==> config.mk <==
export PLATFORM = sky130hd
export DESIGN_NAME = fifo_arb
export DESIGN_NICKNAME = d
export VERILOG_FILES = /design/src/logic/router_pkg.sv /design/src/logic/fifo_arb.sv /design/src/logic/rr_arbiter.sv /design/src/logic/trans_fifo.sv /design/src/logic/winner_reg.sv
export SDC_FILE = /design/constraint.sdc
export NUM_CORES = 1
export LEC_CHECK = 0
export BUFFER_PORTS_ARGS = -buffer_cell sky130_fd_sc_hd__buf_2
export CAP_MARGIN = 20
export CORE_UTILIZATION = 40
export DETAILED_ROUTE_END_ITERATION = 12
export PLACE_DENSITY = 0.64
export REMOVE_ABC_BUFFERS = 1
export SLEW_MARGIN = 40
export SYNTH_ARGS = -nofsm -noshare
export SYNTH_HDL_FRONTEND = slang
export SYNTH_SLANG_ARGS = --single-unit
==> constraint.sdc <==
create_clock -name clk -period 3.9 [get_ports clk]
set_input_delay 0.195 -clock clk [delete_from_list [all_inputs] [get_ports clk]]
set_output_delay 0.195 -clock clk [all_outputs]
set_load 0.05 [all_outputs]
==> src/logic/router_pkg.sv <==
// shared types and sizing for the north-bound merge stage of the router tile
// modules import this for the transaction format and client/FIFO sizes
package router_pkg;

    // ==================================================
    // sizing
    // ==================================================
    localparam int NUM_CLIENTS = 4;                   // neighbor tiles feeding the merge
    localparam int FIFO_DEPTH  = 4;                   // entries per client FIFO, power of two
    localparam int CLIENT_ID_W = $clog2(NUM_CLIENTS); // client index width

    // derived FIFO widths
    localparam int FIFO_PTR_W = $clog2(FIFO_DEPTH);     // read/write pointer, wraps naturally
    localparam int FIFO_CNT_W = $clog2(FIFO_DEPTH + 1); // occupancy, must reach FIFO_DEPTH

    // ==================================================
    // transaction format
    // ==================================================
    typedef enum logic [1:0] {
        OP_ALLOC = 2'd0, // allocate a slot on the destination tile
        OP_FREE  = 2'd1, // release a previous allocation
        OP_READ  = 2'd2,
        OP_WRITE = 2'd3
    } opcode_t;

    // one single-flit transaction, 32 bits total
    // msb first: opcode, source, destination, payload
    typedef struct packed {
        opcode_t     opcode;   // [31:30]
        logic [3:0]  src_tile; // [29:26] originating tile id
        logic [3:0]  dst_tile; // [25:22] target tile id
        logic [21:0] payload;  // [21:0] opaque to this stage
    } tile_trans_t;

endpackage

==> src/logic/fifo_arb.sv <==
// north-bound merge stage top, four neighbor FIFOs into one registered winner
// per-client numbered ports, out_readyN tells neighbor N its FIFO has room
`timescale 1ns/1ps

module fifo_arb (
    input  logic                    clk,
    input  logic                    rst_n,
    // ==================================================
    // new transactions from neighbor tiles
    // ==================================================
    input  logic                    valid_alloc_req0, // push strobes
    input  logic                    valid_alloc_req1,
    input  logic                    valid_alloc_req2,
    input  logic                    valid_alloc_req3,
    input  router_pkg::tile_trans_t alloc_req0,
    input  router_pkg::tile_trans_t alloc_req1,
    input  router_pkg::tile_trans_t alloc_req2,
    input  router_pkg::tile_trans_t alloc_req3,
    output logic                    out_ready0,       // FIFO not full
    output logic                    out_ready1,
    output logic                    out_ready2,
    output logic                    out_ready3,
    // ==================================================
    // toward the next north tile
    // ==================================================
    output router_pkg::tile_trans_t winner_req,
    output logic                    winner_req_valid, // one-cycle pulse, no ack
    input  logic                    in_ready0,        // any high lets the arbiter pop
    input  logic                    in_ready1,
    input  logic                    in_ready2,
    input  logic                    in_ready3
);
    import router_pkg::*;

    tile_trans_t [NUM_CLIENTS-1:0] din;       // push data per client
    tile_trans_t [NUM_CLIENTS-1:0] dout_fifo; // FIFO heads, arbiter candidates
    logic        [NUM_CLIENTS-1:0] push;
    logic        [NUM_CLIENTS-1:0] fifo_pop;  // one-hot from arbiter
    logic        [NUM_CLIENTS-1:0] full;
    logic        [NUM_CLIENTS-1:0] empty;
    logic        [NUM_CLIENTS-1:0] ready_vec;

    // numbered ports onto vectors
    assign push      = {valid_alloc_req3, valid_alloc_req2, valid_alloc_req1, valid_alloc_req0};
    assign din       = {alloc_req3, alloc_req2, alloc_req1, alloc_req0};
    assign ready_vec = {in_ready3, in_ready2, in_ready1, in_ready0};

    // room in FIFO N is the ready level back to neighbor N
    assign out_ready0 = !full[0];
    assign out_ready1 = !full[1];
    assign out_ready2 = !full[2];
    assign out_ready3 = !full[3];

    for (genvar i = 0; i < NUM_CLIENTS; i++) begin : gen_fifo
        trans_fifo u_fifo (
            .clk       (clk),
            .rst_n     (rst_n),
            .push      (push[i]),
            .push_data (din[i]),
            .pop       (fifo_pop[i]),  // granted by arbiter
            .pop_data  (dout_fifo[i]),
            .full      (full[i]),
            .empty     (empty[i])
        );
    end

    rr_arbiter u_arb (
        .clk             (clk),
        .rst_n           (rst_n),
        .valid_candidate (~empty),       // non-empty FIFOs compete
        .in_ready        (ready_vec),
        .pop             (fifo_pop)
    );

    winner_reg u_winner (
        .clk              (clk),
        .rst_n            (rst_n),
        .pop              (fifo_pop),
        .candidate        (dout_fifo),
        .winner_req       (winner_req),
        .winner_req_valid (winner_req_valid)
    );

endmodule

==> src/logic/rr_arbiter.sv <==
// round-robin arbiter over the client FIFOs, one-hot pop per cycle
// pops only while some downstream ready level is high
`timescale 1ns/1ps

module rr_arbiter (
    input  logic                               clk,
    input  logic                               rst_n,
    input  logic [router_pkg::NUM_CLIENTS-1:0] valid_candidate, // FIFO not empty
    input  logic [router_pkg::NUM_CLIENTS-1:0] in_ready,        // downstream ready levels
    output logic [router_pkg::NUM_CLIENTS-1:0] pop              // one-hot grant, also FIFO pop
);
    import router_pkg::*;

    logic [CLIENT_ID_W-1:0] prio_ptr; // client with highest priority this cycle
    logic [CLIENT_ID_W-1:0] win_id;   // index of the granted client
    logic                   may_pop;  // someone downstream will take the winner

    // any one ready level is enough to let a winner out
    assign may_pop = |in_ready;

    // ==================================================
    // search from the pointer, wrapping around
    // ==================================================
    always_comb begin : search
        logic [CLIENT_ID_W-1:0] idx;
        logic                   found;
        pop    = '0;
        win_id = prio_ptr;
        found  = 1'b0;
        for (int k = 0; k < NUM_CLIENTS; k++) begin
            idx = prio_ptr + CLIENT_ID_W'(k); // wraps modulo NUM_CLIENTS
            if (!found && may_pop && valid_candidate[idx]) begin
                found       = 1'b1;            // first hit wins, later ones ignored
                win_id      = idx;
                pop[idx]    = 1'b1;
            end
        end
    end

    // pointer moves past the winner only when something was popped
    always_ff @(posedge clk or negedge rst_n) begin
        if (!rst_n) begin
            prio_ptr <= '0;                  // client 0 first after reset
        end else if (|pop) begin
            prio_ptr <= win_id + 1'b1;       // winner drops to lowest priority
        end
    end

    // ==================================================
    // grant checks
    // ==================================================
    // a single FIFO drains per cycle, winner_reg relies on this for its mux
    a_pop_onehot: assert property (
        @(posedge clk) disable iff (!rst_n)
        $onehot0(pop)
    ) else $error("more than one client granted");

    // grants never reach an empty FIFO and never happen without a taker
    a_pop_valid: assert property (
        @(posedge clk) disable iff (!rst_n)
        ((pop & ~valid_candidate) == '0) && (!may_pop -> (pop == '0))
    ) else $error("grant to invalid candidate or without ready");

endmodule

==> src/logic/trans_fifo.sv <==
// per-client transaction FIFO with combinational head and full/empty flags
// one instance per neighbor tile inside the merge stage
`timescale 1ns/1ps

module trans_fifo (
    input  logic                    clk,
    input  logic                    rst_n,
    input  logic                    push,      // write strobe from neighbor
    input  router_pkg::tile_trans_t push_data,
    input  logic                    pop,       // read strobe from arbiter
    output router_pkg::tile_trans_t pop_data,  // head of queue, valid when !empty
    output logic                    full,
    output logic                    empty
);
    import router_pkg::*;

    tile_trans_t           mem [FIFO_DEPTH]; // circular buffer storage
    logic [FIFO_PTR_W-1:0] wr_ptr;
    logic [FIFO_PTR_W-1:0] rd_ptr;
    logic [FIFO_CNT_W-1:0] count;            // number of held entries
    logic                  do_push;
    logic                  do_pop;

    // qualified strobes
    // a push into a full FIFO still goes in when the head leaves this cycle
    assign do_pop  = pop && !empty;
    assign do_push = push && (!full || do_pop);

    assign full     = (count == FIFO_CNT_W'(FIFO_DEPTH));
    assign empty    = (count == '0);
    assign pop_data = mem[rd_ptr];           // head shown combinationally

    always_ff @(posedge clk) begin
        if (do_push) begin
            mem[wr_ptr] <= push_data;
        end
    end

    // pointers and occupancy
    always_ff @(posedge clk or negedge rst_n) begin
        if (!rst_n) begin
            wr_ptr <= '0;
            rd_ptr <= '0;
            count  <= '0;
        end else begin
            if (do_push) wr_ptr <= wr_ptr + 1'b1; // depth is a power of two
            if (do_pop)  rd_ptr <= rd_ptr + 1'b1;
            case ({do_push, do_pop})
                2'b10:   count <= count + 1'b1;
                2'b01:   count <= count - 1'b1;
                default: count <= count;          // both or neither, level unchanged
            endcase
        end
    end

    // ==================================================
    // protocol checks
    // ==================================================
    // neighbor must honor out_ready, so a push at full needs a same-cycle pop
    a_no_overflow: assert property (
        @(posedge clk) disable iff (!rst_n)
        (push && full) |-> pop
    ) else $error("push into full FIFO dropped");

    // arbiter only grants non-empty clients
    a_no_underflow: assert property (
        @(posedge clk) disable iff (!rst_n)
        pop |-> !empty
    ) else $error("pop from empty FIFO");

endmodule

==> src/logic/winner_reg.sv <==
// output stage, picks the granted FIFO head and registers it
// winner_req_valid is a one-cycle pulse per popped item
`timescale 1ns/1ps

module winner_reg (
    input  logic                                                clk,
    input  logic                                                rst_n,
    input  logic [router_pkg::NUM_CLIENTS-1:0]                  pop,       // one-hot grant
    input  router_pkg::tile_trans_t [router_pkg::NUM_CLIENTS-1:0] candidate, // FIFO heads
    output router_pkg::tile_trans_t                             winner_req,
    output logic                                                winner_req_valid
);
    import router_pkg::*;

    tile_trans_t sel_req; // head of the granted client

    // one-hot mux, pop has at most one bit set
    always_comb begin
        sel_req = '0;
        for (int k = 0; k < NUM_CLIENTS; k++) begin
            if (pop[k]) sel_req = candidate[k];
        end
    end

    // payload only loads on a pop, holds otherwise
    always_ff @(posedge clk) begin
        if (|pop) winner_req <= sel_req;
    end

    always_ff @(posedge clk or negedge rst_n) begin
        if (!rst_n) winner_req_valid <= 1'b0;
        else        winner_req_valid <= |pop; // pulse follows the pop by one cycle
    end

    // a popped item is never lost between FIFO and the next tile
    a_pop_then_valid: assert property (
        @(posedge clk) disable iff (!rst_n)
        |pop |=> winner_req_valid
    ) else $error("pop not followed by valid winner");

endmodule

==> results.sh, run 1 <==
export IMPL_status="finished clean"
export IMPL_rows=86
export IMPL_die_x_um=239
export IMPL_core_area_um2=55300
export IMPL_synth_cells=1069
export IMPL_dp_slack_ns=0.157
export IMPL_die_area_um2=57100
export IMPL_cpPeakStageDelay_ns=0.56
export IMPL_layout_commonest_cell="edfxtp_1"
export IMPL_grt_setup_unrepaired="no"
export IMPL_min_period_ns=3.75
export IMPL_vias=11400
export IMPL_critPathLaunchType="flop"
export IMPL_cts_buffer_depth=3
export IMPL_synth_adder_area_share_pct=1.86
export IMPL_finalWorstSetupSlack_ns=0.155
export IMPL_setup_worst_path_class="flop to flop"
export IMPL_dominantRegCellSynth="edfxtp_1"
export IMPL_drt_iter0_drc=840
export IMPL_area_growth_pct=23.2
export IMPL_slew_headroom_pct=50.3
export IMPL_yosys_warnings=0
export IMPL_path_max_fanout=7
export IMPL_cts_resized=0
export IMPL_critPathCaptureType="flop"
export IMPL_die_h_um=239
export IMPL_synth_seq_area_share_pct=76.2
export IMPL_ant_nets=0
export IMPL_syn_area_um2=22500
export IMPL_syn_avg_cell_area_um2=21.0
export IMPL_skew_ns=0.0184
export IMPL_multi_input_area_um2=5080
export IMPL_cpMaxStageDelayCell="mux4_2"
export IMPL_r2r_slack_ns=0.15
export IMPL_regArea_um2=17100
export IMPL_clkSinkCount=575
export IMPL_synth_compound_area_share_pct=3.40
export IMPL_ys_types=41
export IMPL_fin_crit_sh_pct=96.0
export IMPL_wl_per_cell_um=22.2
export IMPL_report_final_hold_viol_count=0
export IMPL_io_pins=175
export IMPL_h_tree_depth=2
export IMPL_grt_pass1_vias=11900
export IMPL_synthXorXnorAreaFrac_pct=1.01
export IMPL_grt_usage_pct=17.6
export IMPL_grt_overflow_total=0
export IMPL_clock_root_buffer="clkbuf_16"
export IMPL_synth_top_family_by_area="multiplexers"
export IMPL_start_util_pct=40.6
export IMPL_drt_pre_antenna_iters=4
export IMPL_synth_edff_count=544
export IMPL_fin_setup_tns_ns=0
export IMPL_report_final_slew_viol_count=0
export IMPL_port_buffers=174
export IMPL_synth_simple_gate_area_share_pct=2.45
export IMPL_drt_vias_per_instance=5.14
export IMPL_nNetsFinal=1585
export IMPL_cts_tree="built"
export IMPL_grt_max_degree=66
export IMPL_fmax_mhz=267
export IMPL_routed_wl_um=49100
export IMPL_powerDensity_nw_per_um2=824
export IMPL_numCtsBuffers=55
export IMPL_antenna_found_initial=11
export IMPL_place_congestion=0.828
export IMPL_path_clk_slew_ns=0.06
export IMPL_hp_class="input pin to flop"
export IMPL_utilization_pct=50.0
export IMPL_critical_path_arrival_ns=4.26
export IMPL_ys_async_sr_fraction_pct=5.39
export IMPL_drc_errors=0
export IMPL_ys_ff_latch=575
export IMPL_ir_drop_v=0.000530
export IMPL_layout_drive_gt1_share_pct=31.1
export IMPL_insertion_delay_ns=0.61
export IMPL_worstMarginPinSlew_ns=0.746
export IMPL_cp_required_ns=4.42
export IMPL_num_fill_cells=4520
export IMPL_place_hpwl_um=32100
export IMPL_layout_common_cells="edfxtp_1, buf_2, mux4_2, dlygate4sd3_1, clkbuf_16"
export IMPL_cp_cell_sequence="or3_1 > mux4_2 > a21boi_4 > a22o_1 > a221o_2 > o21a_1 > inv_1 > ha_1 > inv_1 > fa_1 > xor2_1 > nor2_1 > xor2_1"
export IMPL_cap_violations=0
export IMPL_synth_mux_area_share_pct=13.6
export IMPL_power_leakage_uw=0.00947
export IMPL_finalSetupViolations=0
export IMPL_grt_pass1_wl_um=74500
synthesized netlist by cell type, types with 2 or more instances:
library cell / n / area share, %
edfxtp_1: 544 / 73
mux4_2: 132 / 13
clkbuf_1: 43 / 0.72
nor2_1: 43 / 0.72
nand2_1: 39 / 0.65
a221oi_1: 33 / 1.3
o31ai_1: 32 / 1.1
dfrtp_1: 31 / 3.5
inv_1: 30 / 0.50
ha_1: 27 / 1.5
and2_1: 15 / 0.42
xnor2_1: 14 / 0.55
xor2_1: 12 / 0.47
buf_2: 8 / 0.18
nand3_1: 8 / 0.18
buf_1: 4 / 0.067
fa_1: 4 / 0.36
mux2i_1: 4 / 0.18
nor3_1: 4 / 0.089
or3_1: 4 / 0.11
a21oi_1: 3 / 0.067
a221o_1: 3 / 0.13
mux2_2: 3 / 0.15
nor4_1: 3 / 0.084
o21a_1: 3 / 0.10
o21ai_0: 3 / 0.067
a221oi_2: 2 / 0.13
a22o_1: 2 / 0.078
a22oi_1: 2 / 0.067
nor4b_1: 2 / 0.078
o211ai_1: 2 / 0.067
through the flow:
step / instance area, um^2 / hold WS, ns / instances / power [uW]
floorplan: 22200 / -0.101 / 1014 / 14600
global placement: 24600 / 0.308 / 1978 / 17500
detailed placement: 24600 / 0.332 / 1978 / 17700
CTS: 27700 / 0.0279 / 2210 / 23100
global route: 27700 / 0.0771 / 2212 / 24000
finish: 27700 / 0.0619 / 2212 / 22800
worst max-delay path, delay by kind of cell (launching register included):
| family | cells | cell delay (ns) |
|---|---|---|
| AO/OA/AOI/OAI | 4 | 1.07 |
| AND/OR/NAND/NOR | 2 | 0.57 |
| multiplexers | 1 | 0.56 |
| XOR/XNOR | 2 | 0.32 |
| buffers and inverters | 2 | 0.15 |
| flip-flops | 1 | 0.42 |
| adder cells (fa/ha/maj) | 2 | 0.58 |
logic make-up after synthesis:
kind of cell    Yosys count
compound gates           91
xor+xnor                 26
mux                     140
simple gates            121
flops                   575
fa+ha+maj                31
buf+inv                  85
power by group:
group / leakage, uW / internal [uW] / total [uW] / switching [uW]
combinational: 0.00320 / 3260 / 8160 / 4890
clock: 0.000882 / 3040 / 5260 / 2220
sequential: 0.00538 / 8660 / 9380 / 726
total: 0.00947 / 15000 / 22800 / 7840
final timing paths:
| path | start | to | depth (start not counted) |
|---|---|---|---|
| min in group asynchronous | rst_n | gen_fifo[0].u_fifo.wr_ptr[1] | 2 |
| worst min register to register | gen_fifo[0].u_fifo.wr_ptr[0] | gen_fifo[0].u_fifo.wr_ptr[0] | 1 |
| worst max-delay path | gen_fifo[2].u_fifo.count[2] | gen_fifo[3].u_fifo.count[2] | 13 |
| worst min-delay path | valid_alloc_req3 | gen_fifo[3].u_fifo.wr_ptr[0] | 3 |
| max in group asynchronous | rst_n | gen_fifo[3].u_fifo.rd_ptr[0] | 2 |
| worst max register to register | gen_fifo[2].u_fifo.count[2] | gen_fifo[3].u_fifo.count[2] | 13 |
routing by layer:
layer	share of wire [%]	routed length [um]	GRT usage [%]	up-vias
met5	0.22	108	0	-
met4	1.6	788	4.12	18
met1	43	21200	24.0	5910
met2	49	24000	28.4	272
met3	6.1	2990	4.32	69
li1	-	-	-	5108
sequential cells by signal (all words and copies together), names as in the netlist:
register	count
gen_fifo.u_fifo.mem	512
u_winner.winner_req	32
gen_fifo.u_fifo.count	12
gen_fifo.u_fifo.rd_ptr	8
gen_fifo.u_fifo.wr_ptr	8
u_arb.prio_ptr	2
u_winner.winner_req_valid	1
final cells by class:
cell class | count | area share, %
Antenna cell | 2 | 0.0181
Timing Repair Buffer | 345 | 9.50
Clock buffer | 69 | 5.24
Tap cell | 748 | 3.38
Inverter | 30 | 0.407
Clock inverter | 34 | 1.27
Sequential cell | 575 | 61.8
Multi-Input combinational cell | 409 | 18.3
timing repair:
action,CTS,global route
buffers inserted,0,0
setup endpoints to repair,0,0
hold buffers,129,0
endpoints found under the hold margin,543,0
No activity file was read; power rests on OpenSTA's default activity.
==> run 2, diff against run 1 <==
SYNTH_HIERARCHICAL = 1   (was not set)
==> results.sh, run 2 <==
export IMPL_syn_area_um2=23300
export IMPL_rows=88
export IMPL_numCtsBuffers=56
export IMPL_critPathLaunchType="flop"
export IMPL_path_max_fanout=9
export IMPL_critical_path_arrival_ns=4.25
export IMPL_powerDensity_nw_per_um2=876
export IMPL_ant_nets=0
export IMPL_synth_cells=1126
export IMPL_h_tree_depth=2
export IMPL_ys_async_sr_fraction_pct=5.39
export IMPL_power_leakage_uw=0.00984
export IMPL_hp_class="input pin to flop"
export IMPL_synth_common_cells="edfxtp_1, mux4_2, inv_1"
export IMPL_layout_drive_gt1_share_pct=36.8
export IMPL_cap_violations=0
export IMPL_instances_no_fill=2293
export IMPL_status="finished clean"
export IMPL_drt_vias_per_instance=5.23
export IMPL_setup_worst_path_class="flop to flop"
export IMPL_dominantRegCellSynth="edfxtp_1"
export IMPL_synth_top_area_cell="edfxtp_1"
export IMPL_clkSinkCount=575
export IMPL_synth_seq_area_share_pct=73.4
export IMPL_worst_hold_slack_ns=0.0589
export IMPL_final_cell_area_um2=28700
export IMPL_dp_cells=2054
export IMPL_place_congestion=0.822
export IMPL_drc_errors=0
export IMPL_ir_drop_v=0.000582
export IMPL_insertion_delay_ns=0.62
export IMPL_ys_types=66
export IMPL_grt_pass1_wl_um=77800
export IMPL_skew_ns=0.0306
export IMPL_cts_tree="built"
export IMPL_grt_pass1_vias=12700
export IMPL_finalSetupViolations=0
export IMPL_wl_per_cell_um=22.4
export IMPL_start_util_pct=40.5
export IMPL_dpl_instance_area_um2=25400
export IMPL_drt_pre_antenna_iters=5
export IMPL_power_uw=25200
export IMPL_yosys_warnings=6
export IMPL_syn_avg_cell_area_um2=20.7
export IMPL_place_hpwl_um=34200
export IMPL_critPathCaptureType="flop"
export IMPL_synth_edff_count=544
export IMPL_whs_path_depth=3
export IMPL_largest_register="gen_fifo.u_fifo/mem"
export IMPL_cts_buffer_depth=3
export IMPL_ys_top_cells_by_area="edfxtp_1, mux4_2, dfrtp_1"
export IMPL_r2r_slack_ns=0.18
export IMPL_antenna_found_initial=4
export IMPL_nNetsFinal=1644
export IMPL_vias=12000
export IMPL_slew_headroom_pct=47.5
export IMPL_grt_usage_pct=17.5
export IMPL_fin_crit_sh_pct=95.5
export IMPL_die_area_um2=59200
export IMPL_r2r_cells=14
export IMPL_yosys_area_top_type_share_pct=70.1
export IMPL_io_pins=175
export IMPL_fmax_mhz=269
export IMPL_routed_wl_um=51400
export IMPL_clock_root_buffer="clkbuf_16"
export IMPL_worstMarginPinSlew_ns=0.788
export IMPL_grt_max_degree=34
export IMPL_core_area_um2=57600
export IMPL_report_final_hold_viol_count=0
export IMPL_report_final_slew_viol_count=0
export IMPL_layout_commonest_cell="edfxtp_1"
export IMPL_ys_ff_latch=575
export IMPL_top_regs="gen_fifo.u_fifo/mem: 512 flops, u_winner/winner_req: 32 flops, gen_fifo.u_fifo/count: 12 flops"
export IMPL_cp_required_ns=4.43
export IMPL_path_clk_slew_ns=0.07
export IMPL_layout_common_cells="edfxtp_1, buf_2, mux4_2, dlygate4sd3_1, clkbuf_16"
export IMPL_die_h_um=243
export IMPL_die_x_um=243
export IMPL_area_growth_pct=23.3
export IMPL_synth_most_common_cell="edfxtp_1"
export IMPL_port_buffers=174
export IMPL_largest_reg_flops=512
export IMPL_min_period_ns=3.72
export IMPL_grt_overflow_total=0
export IMPL_drt_iter0_drc=821
export IMPL_grt_setup_unrepaired="yes"
-- run 2: final cells by class --
| class | instances | area [um^2] |
|---|---|---|
| inverters | 43 | 161 |
| well taps | 765 | 957 |
| diodes | 2 | 5.00 |
| clock inverters | 47 | 621 |
| fillers | 4621 | 28900 |
| clock buffers | 59 | 1410 |
| multi-input cells | 448 | 5640 |
| repair buffers | 354 | 2810 |
| flip-flops and latches | 575 | 17100 |
-- run 2: timing repair --
action                                  4_1_cts  5_1_grt
endpoints found under the hold margin       544        0
hold buffers                                130        0
resized for setup                             0        7
buffers inserted                              0        1
endpoints found under the setup margin        0      133
-- run 2: worst max-delay path, stage by stage (launching register included) --
cell and delay (ns):
dfrtp_2 0.45, or3_2 0.51, inv_1 0.08, inv_1 0.11
mux4_2 0.56, nor2_1 0.15, o21ai_0 0.13, o21ai_2 0.21
buf_4 0.15, o31a_1 0.13, or2b_1 0.24, fa_1 0.37
nand2b_1 0.16, o32ai_2 0.22, xor2_1 0.16
-- run 2: logic make-up after synthesis --
group                    Yosys count  share of synthesized area, %
AO/OA/AOI/OAI                    154                          5.73
adder cells (fa/ha/maj)           28                          1.63
multiplexers                     141                          13.2
XOR/XNOR                          23                         0.864
buffers and inverters            103                          2.47
AND/OR/NAND/NOR                  102                          2.66
flip-flops                       575                          73.4
-- run 2: worst paths after layout --
path,start,end
min in group asynchronous,rst_n,gen_fifo[2].u_fifo/count[0]
setup reg to reg,gen_fifo[3].u_fifo/count[2],gen_fifo[0].u_fifo/count[2]
setup / recovery,gen_fifo[3].u_fifo/count[2],gen_fifo[0].u_fifo/count[2]
hold reg to reg,gen_fifo[2].u_fifo/wr_ptr[1],gen_fifo[2].u_fifo/wr_ptr[1]
hold / removal,valid_alloc_req1,gen_fifo[1].u_fifo/count[0]
max in group asynchronous,rst_n,gen_fifo[0].u_fifo/rd_ptr[1]
-- run 2: through the flow --
step | TNS [ns] | utilization, % | setup slack, ns
2_1_floorplan | -176.47 | - | -1.52
3_3_place_gp | 0 | 44.0 | 0.237
3_5_place_dp | 0 | 44.0 | 0.165
4_1_cts | 0 | 49.8 | 0.119
5_1_grt | -0.0971 | 49.9 | -0.0395
6_report | 0 | 49.9 | 0.176
-- run 2: report_power, final --
| group | leakage, uW | switching, uW | internal (uW) |
|---|---|---|---|
| clock | 0.00100 | 2330 | 3510 |
| sequential | 0.00538 | 875 | 8710 |
| combinational | 0.00346 | 5690 | 4040 |
-- run 2: per-layer routing --
layer  GRT usage (%)  routed length, um  vias to the layer above  part of all wire [%]
met5               0                 34                        -                 0.066
met4            4.70               1020                        6                   2.0
met3            3.44               3000                       81                   5.8
met2            28.6              25100                      325                    49
met1            23.9              22200                     6238                    43
li1                -                  -                     5344                     -
